## config.mk

```make
export PLATFORM = sky130hd
export DESIGN_NAME = amem_alu
export DESIGN_NICKNAME = d
export VERILOG_FILES = /design/src/design/amem_pkg.sv /design/src/design/amem_alu.sv
export SDC_FILE = /design/constraint.sdc
export NUM_CORES = 1
export LEC_CHECK = 0
export ABC_CLOCK_PERIOD_IN_PS = 8900
export BUFFER_PORTS_ARGS = -buffer_cell sky130_fd_sc_hd__buf_4
export CORE_ASPECT_RATIO = 1.5
export CORE_MARGIN = 5
export CORE_UTILIZATION = 57
export CTS_CLUSTER_SIZE = 25
export DETAILED_ROUTE_END_ITERATION = 10
export GPL_TIMING_DRIVEN = 0
export PLACE_DENSITY_LB_ADDON = 0.08
export SYNTH_ARGS = -nofsm -noshare
export SYNTH_HDL_FRONTEND = slang
export SYNTH_SLANG_ARGS = --single-unit
```

## constraint.sdc

```tcl
create_clock -name clk_a -period 8.9 [get_ports clk_a]
set_input_delay 1.335 -clock clk_a [delete_from_list [all_inputs] [get_ports clk_a]]
set_output_delay 1.335 -clock clk_a [all_outputs]
set_load 0.02 [all_outputs]
```

## src/design/amem_pkg.sv

```systemverilog
// A-memory shared definitions

package amem_pkg;

   // data path and storage geometry.
   localparam int amem_data_w = 32;
   localparam int amem_addr_w = 10;
   localparam int amem_depth  = 1024;

   // command opcodes.
   // the three-bit field leaves code 7 unused.
   typedef enum logic [2:0]
   {
      op_write = 3'd0, // cmd_data goes to dst.
      op_read  = 3'd1, // returns mem[src_a] and writes nothing.
      op_add   = 3'd2, // mem[src_a] + mem[src_b] goes to dst.
      op_sub   = 3'd3, // mem[src_a] - mem[src_b], modulo 2^32.
      op_and   = 3'd4,
      op_or    = 3'd5,
      op_xor   = 3'd6
   } amem_op_e;

endpackage

```

## src/design/amem_alu.sv

```systemverilog
// A-memory ALU and writeback

`timescale 1ns/1ps

module amem_alu
   import amem_pkg::*;
(
   input  logic                   clk_a,
   input  logic                   reset,
   input  logic                   ex_valid,
   input  amem_op_e               ex_op,
   input  logic [amem_addr_w-1:0] ex_dst,
   input  logic [amem_data_w-1:0] ex_data,
   input  logic [amem_data_w-1:0] operand_a,
   input  logic [amem_data_w-1:0] operand_b,
   output logic                   result_valid,
   output logic [amem_data_w-1:0] result_data,
   output logic                   res_pending,
   output logic [amem_addr_w-1:0] res_dst,
   output logic [amem_data_w-1:0] res_data,
   output logic                   wr_en,
   output logic [amem_addr_w-1:0] wr_addr,
   output logic [amem_data_w-1:0] wr_data,
   output logic                   wb_valid,
   output logic [amem_addr_w-1:0] wb_dst,
   output logic [amem_data_w-1:0] wb_data
);

   logic [amem_data_w-1:0] alu_out;
   logic [amem_data_w-1:0] result_q;

   always_comb
   begin
      case (ex_op)
         op_write: alu_out = ex_data;
         op_read:  alu_out = operand_a;
         op_add:   alu_out = operand_a + operand_b;
         op_sub:   alu_out = operand_a - operand_b; // wraps modulo 2^32.
         op_and:   alu_out = operand_a & operand_b;
         op_or:    alu_out = operand_a | operand_b;
         op_xor:   alu_out = operand_a ^ operand_b;
         default:  alu_out = ex_data;
      endcase
   end

   always_ff @(posedge clk_a)
   begin
      if (reset)
      begin
         result_valid <= 1'b0;
         res_pending  <= 1'b0;
         wb_valid     <= 1'b0;
      end
      else
      begin
         result_valid <= ex_valid;
         res_pending  <= ex_valid && (ex_op != op_read); // reads write nothing back.
         wb_valid     <= res_pending;
      end
   end

   always_ff @(posedge clk_a)
   begin
      if (ex_valid)
      begin
         result_q <= alu_out;
         res_dst  <= ex_dst;
      end
      if (res_pending)
      begin
         wb_dst  <= res_dst; // the word the RAM takes at this edge.
         wb_data <= result_q;
      end
   end

   assign result_data = result_q;
   assign res_data    = result_q;

   // the pending result is written at the next edge.
   assign wr_en   = res_pending;
   assign wr_addr = res_dst;
   assign wr_data = result_q;

endmodule

```

Word level (Yosys, flattened, before mapping) --
Cells that the tools add are included.
Storage, ports and cells: bits in registers 87, bits in latches 0, RAM bits 0, bits in read-only memories 0, input bits 112, output and inout bits 162, logic and storage cells 21, memories kept 0
Operators by class: add/subtract/negate cells 2, multipliers 0, divide/modulo/power cells 0, order comparisons 0, equal/unequal tests 7, shifts and indexed selects 0, muxes and demuxes 1, bitwise operators 3, reduce and logical (&&, ||, !) cells 1
Operators with widths (number):
- 32-bit case mux with 6 select lines | 1
- 32-bit adder | 1
- 32-bit AND | 1
- 32-bit OR | 1
- 32-bit subtractor | 1
- 32-bit bitwise XOR | 1
- 3-bit equality test (second input constant) | 3
- 3-bit by 2-bit equality test with 1-bit output (second input constant) | 2
- 3-bit by 1-bit equality test with 1-bit output (second input constant) | 1
- 3-bit by 1-bit inequality test with 1-bit output (second input constant) | 1
- 1-bit logical AND | 1

Longest topological paths before layout --
depth after elaboration 2, mapped depth 17, depth with buffers taken out 16

Worst setup path after synthesis --
Ideal clock, no wire load.
path type input port to flip-flop, start input operand_b[8], end register result_q[30] (netlist: res_data[30]), data pin, setup time 0.255 ns, data arrival time 4.497 ns, required time 8.645 ns, path slack 4.148 ns, stages on the path 14, buffers on the path 1, path through or4_4 > or3_1 > nor2_1 > a41oi_1 > xnor2_1 > ha_1 > buf_6 > and3_4 > and2_1 > a221o_1 > nor2b_4 > o21a_1 > or3_1 > a31o_1
Between the ends: longest elaborated chain between the ends 2, elaborated cells on any way between the ends 3, classes of those cells add/sub: 2; mux: 1
Ends and longest elaborated chain:
- start, declared | RTL line amem_alu.sv:15 | input logic [amem_data_w-1:0] operand_b,
- 32-bit subtractor / 32-bit adder (equally long branches) | RTL line amem_alu.sv:38, amem_alu.sv:37
- 32-bit case mux with 6 select lines (*) | RTL line amem_alu.sv:34 | case (ex_op)
- named net alu_out[30] | RTL line amem_alu.sv:29 | logic [amem_data_w-1:0] alu_out;
- end signal, assigned | RTL line amem_alu.sv:66 | result_q <= alu_out;
- end, declared | RTL line amem_alu.sv:30 | logic [amem_data_w-1:0] result_q;
The timed path passes the listed nets; every way through them passes the cells marked *. A chain may end at the register's enable or synchronous reset.

Final worst setup path --
start input ex_op[0], end register result_q[21] (netlist: res_data[21]), data pin
Between the ends: longest elaborated chain between the ends 2, elaborated cells on any way between the ends 7, classes of those cells eq/ne: 6; mux: 1
Ends and longest elaborated chain:
- start, declared | RTL line amem_alu.sv:11 | input amem_op_e ex_op,
- 3-bit equality test (tied with other cells) | RTL line amem_alu.sv:34
- 32-bit case mux with 6 select lines (*) | RTL line amem_alu.sv:34
- named net alu_out[21] | RTL line amem_alu.sv:29
Marks and branches as above.

==> results.tsv <==
metric	value	unit
Req. time, crit path	8980	ps
Flop pwr share	0.316	
drt first pass iters	7	
Clk pwr share	0.230	
CTS HTree Levels	3	
commonest non-fill, non-tap cell in the layout	buf_4	
vias in the first global route	9161	
GPL Wtd Cong	1.04	
die height	161	µm
Internal Dissipation	1.03	mW
RSZ-0062 raised after global routing	false	
Most used DFF post-synth	edfxtp_1	
Worst Tran Pin Value	873	ps
first-pass GRT wire length	49300	µm
initial antenna violation count	0	
static leakage	5.14	nW
CTS tree	done	
Mapped Cells	1001	
fmax	165	MHz
number of port buffers	273	
DR DRC count	0	
Final period util	0.682	
hold buffers post-CTS	0	
CTS Buf Count	9	
Finished Core Util	0.752	
Max Cap Viol	0	
Area Overhead vs Synth	30.0	%
critical path type	input pin to flip-flop	
total grt overflow	0	
Post-CTS Resized	0	
Peak VDD IR	0.111	mV
Net Switching	0.659	mW
setup TNS	0	ps
cell area after synthesis	0.00872	mm²
post-route minimum period	6070	ps
clock skew	9.37	ps
Clock Sinks	87	
GRT Total Usage	0.351	
Clk Latency, worst-skew pair	350	ps
Seq cells post-synth	87	
Top-Level Pins	274	
Async S/R FF share, synth	0	
total setup buffers inserted after CTS	0	
Max Slew Vio Count	0	
post-route ant nets	0	
most frequent cells in the layout	348 x buf_4, 96 x ha_1, 91 x o21ai_0	
largest net degree at the start of global routing	44	
HPWL after detailed placement	25800	µm
status	complete, no violations	
Clock Tree Buf Depth	2	
overall die area	0.0179	mm²
Logic pwr share	0.454	
YS warnings	0	
slew margin rel.	0.418	
Final Hold Fails	0	
via count	9276	
Reg clk slew, reported paths	80	ps
Core Region	0.0151	mm²
startpoint type of the worst setup path	input pin	
final setup violation count	0	
number of DRC markers in iteration 0	960	
cell depth of the worst hold path	0	
Via density	6.23	
critical path peak fanout	10	
Total Nets Final	1495	
drt total wl	32900	µm
root buffer cell	clkbuf_16	
R2R depth	1	
Distinct cells, synth	77	
Hold Path Class	flip-flop to flip-flop	
layout cells sized above 1	0.304	
FP Rows	55	
antenna cells	0	
Setup crit end kind	flip-flop	
sequential element share of the synthesized area	0.296	
crit path DAT	6150	ps
Post-synth EDFFs	84	
Sw Ratio	0.390	
die width	111	µm
pwr dens	149	mW/mm²
Routed WL per cell	22.1	µm
syn avg cell area	8.71	µm²
Starting Density	0.578	
Synthesized Nets	1210	
==> state kept, by name, summed over array words and instances (netlist names) <==
register      cells
res_dst          10
wb_data          32
result_valid      1
wb_dst           10
res_pending       1
res_data         32
wb_valid          1
==> worst max-delay path, cell delays in order <==
cell and delay (ps):
buf_4 130, inv_1 70, nor2_1 530, clkbuf_1 630, nand2_1 340, clkbuf_1 350
o21ai_0 400, inv_1 80, ha_1 270, nor2b_1 140, o2111ai_1 420, a211oi_1 200
o211ai_1 450, a21oi_1 160, o21a_1 190, o31ai_1 440
==> cells in the mapped netlist, drive strengths merged (3+ instances only) <==
cell	count	share of area
inv	83	0.036
nor2b	9	0.0073
a221oi	15	0.015
nor4	4	0.0046
a31oi	11	0.0079
a211oi	5	0.0049
o211ai	17	0.015
nor2	53	0.023
xor2	7	0.0070
and2	6	0.0046
a21o	14	0.012
nor3	12	0.0082
dfxtp	3	0.0069
o221ai	9	0.0090
nand3	27	0.015
edfxtp	84	0.29
mux2i	19	0.022
o2111ai	3	0.0030
a221o	3	0.0034
o21ai	98	0.057
o31ai	23	0.020
clkbuf	39	0.017
ha	96	0.14
a22o	5	0.0050
or3	5	0.0036
o21a	14	0.012
o21bai	5	0.0043
nand4	8	0.0065
or4	4	0.0039
a21oi	80	0.047
o22ai	12	0.0086
xnor2	40	0.040
buf	86	0.071
nand2b	12	0.0086
nand2	54	0.023
a21boi	3	0.0026
and3	3	0.0027
a41oi	3	0.0030
==> cell type report <==
cell class | instances | area [µm²]
multi-input combinational | 704 | 5050
fill | 1125 | 3730
sequential | 87 | 2580
timing repair buffer | 274 | 2070
buffer | 125 | 764
inverter | 85 | 319
tap | 199 | 249
clock buffer | 9 | 225
clock inverter | 7 | 72.6
==> power by group through the flow <==
stage | Combinational (mW) | Clock [mW] | Sequential (mW)
after CTS | 0.754 | 0.388 | 0.535
after floorplan | 0.400 | 0 | 0.594
after global routing | 0.814 | 0.408 | 0.540
after detailed placement | 0.752 | 0 | 0.544
final | 0.768 | 0.389 | 0.534
after global placement | 0.734 | 0 | 0.544
==> kinds of logic after synthesis <==
| family | synth area share |
|---|---|
| fa+ha+maj | 0.140 |
| mux | 0.0283 |
| buf+inv | 0.124 |
| simple gates | 0.116 |
| flops | 0.296 |
| compound gates | 0.248 |
| xor+xnor | 0.0472 |
==> through the flow <==
| step | setup WS (ps) | instance area, µm² | power (mW) | std cells | hold WS [ps] |
|---|---|---|---|---|---|
| global placement | 2780 | 11000 | 1.28 | 1473 | 459 |
| CTS | 3070 | 11300 | 1.68 | 1490 | 484 |
| finish | 2830 | 11300 | 1.69 | 1490 | 485 |
| global route | 2700 | 11300 | 1.76 | 1490 | 501 |
| floorplan | 4150 | 8720 | 0.995 | 1001 | 611 |
| detailed placement | 2720 | 11000 | 1.30 | 1474 | 464 |
==> metal layers <==
metal	track usage	wire (µm)	up-vias
li1	-	-	4155
met1	0.391	11400	4299
met4	0.240	2400	0
met3	0.0585	2880	167
met5	0	0	-
met2	0.610	16300	655
==> final timing paths <==
| path | slack, ps | endpoint | startpoint |
|---|---|---|---|
| max | 2830 | res_data[21]$_DFFE_PP_ | ex_op[0] |
| min | 490 | wb_dst[3]$_DFFE_PP_ | res_dst[3]$_DFFE_PP_ |
| max reg2reg | 7780 | wb_data[31]$_DFFE_PP_ | res_pending$_SDFF_PP0_ |
| min reg2reg | 490 | wb_dst[3]$_DFFE_PP_ | res_dst[3]$_DFFE_PP_ |
Note: power is estimated with default switching activity, not from simulation.
