--- config.mk ---
export PLATFORM = sky130hd
export DESIGN_NAME = amem_pipeline
export DESIGN_NICKNAME = d
export VERILOG_FILES = /design/src/design/amem_pkg.sv /design/src/design/amem_pipeline.sv
export SDC_FILE = /design/constraint.sdc
export NUM_CORES = 1
export LEC_CHECK = 0
export BUFFER_PORTS_ARGS = -buffer_cell sky130_fd_sc_hd__buf_2
export CAP_MARGIN = 0
export CORE_AREA = 2 2 136 138
export DETAILED_ROUTE_END_ITERATION = 7
export DIE_AREA = 0 0 138 140
export GPL_TIMING_DRIVEN = 0
export PLACE_DENSITY = 0.62
export SLEW_MARGIN = 20
export SYNTH_ARGS = -nofsm -noshare
export SYNTH_HDL_FRONTEND = slang
export SYNTH_SLANG_ARGS = --single-unit
--- constraint.sdc ---
create_clock -name clk_a -period 2.13 [get_ports clk_a]
set_clock_uncertainty 0.1 [all_clocks]
set_input_delay 0.213 -clock clk_a [delete_from_list [all_inputs] [get_ports clk_a]]
set_output_delay 0.213 -clock clk_a [all_outputs]
set_load 0.05 [all_outputs]
--- src/design/amem_pkg.sv ---
// A-memory shared definitions

package amem_pkg;

   // data path and storage geometry.
   localparam int amem_data_w = 32;
   localparam int amem_addr_w = 10;
   localparam int amem_depth  = 1024;

   // command opcodes.
   // the three-bit field leaves code 7 unused.
   typedef enum logic [2:0]
   {
      op_write = 3'd0, // cmd_data goes to dst.
      op_read  = 3'd1, // returns mem[src_a] and writes nothing.
      op_add   = 3'd2, // mem[src_a] + mem[src_b] goes to dst.
      op_sub   = 3'd3, // mem[src_a] - mem[src_b], modulo 2^32.
      op_and   = 3'd4,
      op_or    = 3'd5,
      op_xor   = 3'd6
   } amem_op_e;

endpackage

--- src/design/amem_pipeline.sv ---
// A-memory command pipeline

`timescale 1ns/1ps

module amem_pipeline
   import amem_pkg::*;
(
   input  logic                   clk_a,
   input  logic                   reset,
   input  logic                   cmd_valid,
   input  amem_op_e               cmd_op,
   input  logic [amem_addr_w-1:0] cmd_dst,
   input  logic [amem_addr_w-1:0] cmd_src_a,
   input  logic [amem_addr_w-1:0] cmd_src_b,
   input  logic [amem_data_w-1:0] cmd_data,
   input  logic [amem_data_w-1:0] q_a,
   input  logic [amem_data_w-1:0] q_b,
   input  logic                   res_pending,
   input  logic [amem_addr_w-1:0] res_dst,
   input  logic [amem_data_w-1:0] res_data,
   input  logic                   wb_valid,
   input  logic [amem_addr_w-1:0] wb_dst,
   input  logic [amem_data_w-1:0] wb_data,
   output logic                   rd_en,
   output logic [amem_addr_w-1:0] rd_addr_a,
   output logic [amem_addr_w-1:0] rd_addr_b,
   output logic                   ex_valid,
   output amem_op_e               ex_op,
   output logic [amem_addr_w-1:0] ex_dst,
   output logic [amem_data_w-1:0] ex_data,
   output logic [amem_data_w-1:0] operand_a,
   output logic [amem_data_w-1:0] operand_b
);

   logic [amem_addr_w-1:0] ex_src_a;
   logic [amem_addr_w-1:0] ex_src_b;

   // the RAM registers its reads at the same edge as the execute stage.
   assign rd_en     = cmd_valid;
   assign rd_addr_a = cmd_src_a;
   assign rd_addr_b = cmd_src_b;

   always_ff @(posedge clk_a)
   begin
      if (reset)
         ex_valid <= 1'b0;
      else
         ex_valid <= cmd_valid;
   end

   always_ff @(posedge clk_a)
   begin
      if (cmd_valid)
      begin
         ex_op    <= cmd_op;
         ex_dst   <= cmd_dst;
         ex_data  <= cmd_data;
         ex_src_a <= cmd_src_a;
         ex_src_b <= cmd_src_b;
      end
   end

   // Operand select for one source address.
   // The result one command ahead is newer than the word written two ahead.
   function automatic logic [amem_data_w-1:0] fwd_operand
   (
      input logic [amem_addr_w-1:0] src,
      input logic [amem_data_w-1:0] ram_q
   );
      logic [amem_data_w-1:0] sel;
      if (res_pending && (res_dst == src))
         sel = res_data;
      else if (wb_valid && (wb_dst == src))
         sel = wb_data; // this write collided with our read.
      else
         sel = ram_q;
      return sel;
   endfunction

   always_comb
   begin
      operand_a = fwd_operand(ex_src_a, q_a);
      operand_b = fwd_operand(ex_src_b, q_b);
   end

endmodule

; ---- After elaboration in Yosys (flattened, before gate mapping)
; Index checks and enable logic that the tools add are counted.
[classes]
n_eq_ne = 4
muxes = 4
reduce_logical = 4
[ops]
columns = operator, count
row1 = 2-to-1 mux 32 bit, 4
row2 = equality test 10 bit, 4
row3 = logical AND 1 bit, 4
[word_totals]
register_bits = 66
inputBits = 218
out_inout_bits = 131
elab_cells = 18

; ---- Depth between registers and ports, before layout
; Gate-level depths: netlist of run 1.
[depth]
word_depth = 4
ltp_mapped = 7
ltp_nobuf = 5

; ---- Worst setup path after synthesis of run 1
; OpenSTA, ideal clock, no wires.
[synth_timing]
kind = reg2out
startpoint = register ex_src_a[6]
endpoint = output port operand_a[10]
arrival_ps = 2151
t_required_ps = 1817
slack_ps = -334
path_stages_with_launch = 7
n_path_buf = 1
path_cell_list = edfxtp_1 > xnor2_1 > nand4_1 > nor3_4 > buf_8 > mux2i_1 > a21oi_1
[synth_between]
elab_chain_len = 4
word_cells_on_any_way = 6
cone_classes = eq/ne (2) / mux (2) / reduce/logical (2)
[synth_rtl]
columns = item, line
row1 = from (decl), amem_pipeline.sv:35  ; logic [amem_addr_w-1:0] ex_src_a;
row2 = from (signal assigned), amem_pipeline.sv:58  ; ex_src_a <= cmd_src_a;
row3 = equality test 10 bit, amem_pipeline.sv:73  ; else if (wb_valid && (wb_dst == src))
row4 = logical AND 1 bit, amem_pipeline.sv:73
row5 = 2-to-1 mux 32 bit, amem_pipeline.sv:73
row6 = 2-to-1 mux 32 bit *, amem_pipeline.sv:71  ; if (res_pending && (res_dst == src))
row7 = to (decl), amem_pipeline.sv:31  ; output logic [amem_data_w-1:0] operand_a,
; Every way passes the cells marked *; elsewhere a longest branch is shown, timed or not.

; ---- Final worst setup path of run 1
[layout_timing]
startpoint = register ex_src_a[4]
endpoint = output port operand_a[18]
; The elaborated chain is that of the path after synthesis.

==> results of run 1 <==
-- cell usage after synthesis --
library cell,number
a21oi_1,64
nand4_1,8
nor2_1,64
mux2i_1,64
xnor2_1,40
or3_1,2
nor3_4,2
buf_4,21
edfxtp_1,65
nor2b_1,1
dfxtp_1,1
buf_1,2
clkbuf_1,10
buf_2,2
nand3_1,4
buf_8,6
-- report_power, final --
| group | internal, mW | total [mW] | leakage, nW | switching (mW) |
|---|---|---|---|---|
| combinational | 0.681 | 1.70 | 3.15 | 1.02 |
| sequential | 1.54 | 1.59 | 0.644 | 0.0497 |
| clock | 0.975 | 1.51 | 0.153 | 0.538 |
| total | 3.20 | 4.80 | 3.94 | 1.60 |
-- layout make-up --
class	count	area [sq um]	share of cell area (%)
Clock inverter	5	60.1	0.602
Tap cell	229	287	2.87
Timing Repair Buffer	433	3230	32.4
Buffer	41	636	6.37
Clock buffer	11	253	2.53
Multi-Input combinational cell	249	3530	35.4
Sequential cell	66	1970	19.8
Antenna cell	3	7.51	0.0753
-- logic make-up (layout without fill, tap and decap cells) --
family                 after synthesis  in the layout
AND/OR/NAND/NOR                     81             81
flip-flops                          66             66
AO/OA/AOI/OAI                       64             64
multiplexers                        64             64
buffers and inverters               41            490
XOR/XNOR                            40             40
other                                0              3
-- registers in the layout (all words and copies together), names as in the netlist --
register	cells
ex_data	32
ex_op	3
ex_src_a	10
ex_valid	1
ex_dst	10
ex_src_b	10
-- timing repair --
action	4_1_cts	5_1_grt
setup endpoints to repair	64	64
gates cloned	5	9
gates resized for setup	356	68
setup buffers	9	0
pin swaps	21	36
hold endpoints to repair	64	0
hold buffers	64	0
-- worst max path at each step --
stage	start	end	slack (ps)	cells past startpoint
after floorplan	ex_src_a[7]	operand_a[0]	-70	6
after global placement	ex_src_b[1]	operand_b[8]	-630	8
after detailed placement	ex_src_a[3]	operand_a[18]	-590	7
after CTS	ex_src_a[4]	operand_a[24]	-550	8
after global routing	ex_src_a[0]	operand_a[18]	-640	8
final	ex_src_a[4]	operand_a[18]	-590	8
-- per-layer routing --
metal  global-route usage [%]  vias up  share of wire [%]
met5                        0        -                  0
met4                     8.06        0                4.1
met3                     5.61       46                7.2
met2                     39.6      278                 56
met1                     18.3     2278                 32
li1                         -     2169                  -
-- stage by stage --
step           instances  power [mW]  util, %  worst slack, ps  hold WS, ps
3_5_place_dp         933        2.92     37.6             -592          282
3_3_place_gp         933        2.92     37.6             -630          268
2_1_floorplan        356        2.46        -            -72.9          185
6_report            1037        4.80     56.1             -589         15.0
5_1_grt             1037        4.96     56.1             -642         6.21
4_1_cts             1027        4.75     53.3             -547         6.87
==> out/metrics.cfg, run 1 <==
[setup_path]
max_stage_delay_ps=430
worstSetupPathType=reg2out
crit_fanout=7
required_ps=1820
cp_num_buf_inv=3
start_kind=register
end_kind=output pin
critical-path-slowest-cell=edfxtp_1
crit_arrival_ps=2410
crit_chain=xnor2_2 > nand4_1 > nor3_4 > buf_12 > buf_16 > mux2i_4 > a21oi_4 > buf_6
critPathTopFamily=simple AND/OR/NAND/NOR gates

[pwr]
ir_drop_v=0.000782
p_per_area_nw_per_um2=482
p_leak_nw=3.94

[synth]
synth_compound_area_share_pct=8.11
synth_xor_area_share_pct=8.87
synth_top_family_by_area=multiplexers
synth.mux.area_fraction_pct=16.2
syn_avg_cell_area_sq_um=11.1
syn_nets=574
yosys.area_share.adder_pct=0
synthTopCellsByArea=edfxtp_1 49%, mux2i_1 16%, xnor2_1 8.9%
synthSimpleGateAreaFrac_pct=9.16
ys_ff_latch=66
syn-cell-area_sq_um=3950
syn-instance-count=356
yosys.area.top_type=edfxtp_1
yosysTopAreaCellShare_pct=49.4
yosysWarnings=0
ys_seq_area_share_pct=50.0
ys_types=16

[finish]
nets=1018
layout-drive-gt1-share_pct=77.3
fin_area_sq_um=9970
n_fill_cell=1382
final_common_cell=buf_2
area_growth_pct=153
final_cell_mix=283 x buf_2, 65 x edfxtp_1, 64 x a21oi_4, 64 x dlygate4sd3_1, 61 x mux2i_4

[clock_tree]
cts_made_buffers=9
clkSlewWorstSetupHoldPaths_ps=50
cts_tree=done
cts_max_level=3
root_buffer=clkbuf_16
cts_max_path_buffers=2
clkSinkCount=66

[grt]
grt_max_degree=68
antenna_found_initial=2
grt_pass1_wl_mm=29.2
grt_pass1_vias=5232
grt_use_total_pct=19.6
gr-total-overflow=0

[sta]
setup_violations=64
finalMaxSlewViolations=0
fmax_mhz=368
worstMarginPinSlew_ps=834
max_slew_margin_pct=44.4
timing.final.crit_share_pct=128
setup_tns_ps=-32220
fin_crit_ps=2720
setup_ws_ps=-589
finalHoldViolations=0
rsz0062_at_grt=yes

[hold_path]
hold_end=ex_src_a[9]
worstHoldPathCells=1
hold_path_class=in2reg
timing.hold.worst.start=cmd_src_a[9]

[drt]
vias=4771
final_antenna_net_count=0
drc=0
post_drt_wl_per_cell_um=20.4
wl_mm=21.2
drt_iter0_drc=109
viasPerCell=4.60
firstDrtPassIters=4

[die]
dieArea_sq_um=19300
rows=49
core_area_sq_um=17800
die_height_um=140
io_pins=349
die_w_um=138
start_util_pct=22.2

[placement]
gp_congestion=0.846
place_hpwl_mm=14.0
port_buffers=348
placed_cell_area_sq_um=6690

[status]
violations=negative setup slack
outcome=complete, but fails checks

[run]
maxCapViolations=0

No activity file was read; power rests on OpenSTA's default activity.
==> inputs of run 2 (changes only) <==
- SKIP_LAST_GASP: not set -> 1
==> run 2 against run 1 <==
Compared with the run above: the flow still finishes with violations (negative setup slack); critical path depth did not move; flip-flop and latch count unchanged; die area stayed put; non-clock buffer count decreased by 1; sequential share of layout area grew 0.090 points; global-route usage down 0.12 points; utilization is 0.25 points lower; clock power about the same; critical path type unchanged.
==> out/metrics.cfg, run 2 (synthesis gave the netlist of run 1 again) <==
[grt]
grt_max_degree=68  ; unchanged
grt_pass1_vias=5209  ; -0.44%
grt_pass1_wl_mm=29.1  ; -0.42%
grt_use_total_pct=19.5  ; -0.12 points
gr-total-overflow=0  ; unchanged
antenna_found_initial=3  ; +1

[drt]
viasPerCell=4.55  ; -1.1%
wl_mm=20.8  ; -1.8%
drc=0  ; unchanged
final_antenna_net_count=0  ; unchanged
firstDrtPassIters=4  ; unchanged
drt_iter0_drc=94  ; -14%
post_drt_wl_per_cell_um=20.1  ; -1.7%
vias=4713  ; -1.2%

[sta]
fmax_mhz=373  ; +1.5%
finalHoldViolations=0  ; unchanged
fin_crit_ps=2680  ; -40.4 ps
finalMaxSlewViolations=0  ; unchanged
worstMarginPinSlew_ps=834  ; -0.448 ps
timing.final.crit_share_pct=126  ; -1.9 points
setup_ws_ps=-548  ; +40.4 ps
hold_ws_ps=14.9  ; -0.00700 ps
setup_violations=64  ; unchanged
rsz0062_at_grt=yes
max_slew_margin_pct=44.4  ; about the same

[finish]
final_cell_mix=283 x buf_2, 65 x edfxtp_1, 64 x a21oi_4, 64 x dlygate4sd3_1, 60 x mux2i_4
largest_reg_flops=32  ; unchanged
final_common_cell=buf_2
fin_util_pct=55.8  ; -0.25 points
nets=1017  ; -0.098%
layout-drive-gt1-share_pct=77.2  ; about the same
top_register=ex_data
fin_area_sq_um=9930  ; -0.45%
area_growth_pct=151

[die]
dieArea_sq_um=19300  ; unchanged
io_pins=349  ; unchanged
start_util_pct=22.2  ; unchanged
core_area_sq_um=17800  ; unchanged
die_height_um=140  ; unchanged
die_w_um=138  ; unchanged
rows=49  ; unchanged

[pwr]
p_per_area_nw_per_um2=484  ; +0.38%
power_switching_share_pct=33.3  ; -0.093 points
power.switching_mw=1.60  ; -0.35%
ir_drop_v=0.000782  ; about the same
p_leak_nw=3.92  ; -0.53%
combPwrFrac_pct=35.3  ; about the same
pwr-share-seq_pct=33.2  ; about the same
clkPwrFrac_pct=31.5  ; about the same
internal_power_mw=3.20  ; about the same

[clock_tree]
cts_max_path_buffers=2  ; unchanged
clkSlewWorstSetupHoldPaths_ps=50  ; about the same
cts_max_level=3  ; unchanged
root_buffer=clkbuf_16
cts_made_buffers=9  ; unchanged
cts_tree=done
clkSinkCount=66  ; unchanged

[setup_path]
crit_chain=xnor2_2 > nand4_1 > nor3_4 > buf_12 > clkbuf_16 > mux2i_4 > a21oi_4 > buf_8
worstSetupPathType=reg2out
start_kind=register
cp_num_buf_inv=3  ; unchanged
max_stage_delay_ps=430  ; about the same
critPathTopFamily=simple AND/OR/NAND/NOR gates
critical-path-slowest-cell=edfxtp_1
crit_arrival_ps=2370  ; -40 ps
crit_fanout=7  ; unchanged
end_kind=output pin
required_ps=1820  ; about the same

[run]
maxCapViolations=0  ; unchanged

[placement]
port_buffers=348  ; unchanged
place_hpwl_mm=14.0  ; unchanged
placed_cell_area_sq_um=6690  ; unchanged
gp_congestion=0.846  ; unchanged

[status]
outcome=complete, but fails checks
violations=negative setup slack

[hold_path]
hold_path_class=in2reg

-- run 2: cell count changes in the layout (fill, tap and decap cells not counted), sizes merged --
| cell | before | now |
|---|---|---|
| buf | 391 | 390 |
-- run 2: repair_timing --
action | 4_1_cts | 5_1_grt
cloned | 5 | 9
endpoints found under the setup margin | 64 | 64
hold buffers | 64 | 0
setup buffers | 9 | 0
pin swaps | 17 | 34
gates resized for setup | 343 | 78
hold endpoints to repair | 64 | 0
-- run 2: metal layers --
metal	up-vias	routed length, um	track usage [%]
li1	2172	-	-
met1	2239	6720	18.5
met2	263	11900	39.4
met3	39	1470	5.37
met4	0	735	7.36
met5	-	0	0
-- run 2: through the flow --
step	worst slack, ps	cells	power, mW	setup TNS [ps]
after floorplan	-72.9	356	2.46	-260
after global placement	-630	933	2.92	-34800
final	-548	1036	4.80	-31720
after detailed placement	-592	933	2.92	-32750
after global routing	-618	1036	4.96	-35840
after CTS	-547	1027	4.74	-32800
-- run 2: worst paths after layout --
kind	slack, ps	cells past startpoint	endpoint	startpoint
setup / recovery	-550	8	operand_a[15]	ex_src_a[4]
hold / removal	10	1	ex_src_a[9]	cmd_src_a[9]
-- run 2: area by class of cell --
| type | instances | area (sq um) |
|---|---|---|
| fillers | 1378 | 7850 |
| diodes | 3 | 7.51 |
| repair buffers | 433 | 3220 |
| clock buffers | 11 | 253 |
| plain buffers | 40 | 608 |
| multi-input cells | 249 | 3520 |
| clock inverters | 5 | 60.1 |
| flip-flops and latches | 66 | 1970 |
| well taps | 229 | 287 |
-- run 2: power by group through the flow --
stage / clock network, mW / registers (mW) / logic, mW
4_1_cts: 1.53 / 1.59 / 1.62
2_1_floorplan: 0 / 1.86 / 0.604
6_report: 1.51 / 1.59 / 1.69
3_5_place_dp: 0 / 1.61 / 1.31
3_3_place_gp: 0 / 1.61 / 1.30
5_1_grt: 1.59 / 1.60 / 1.76
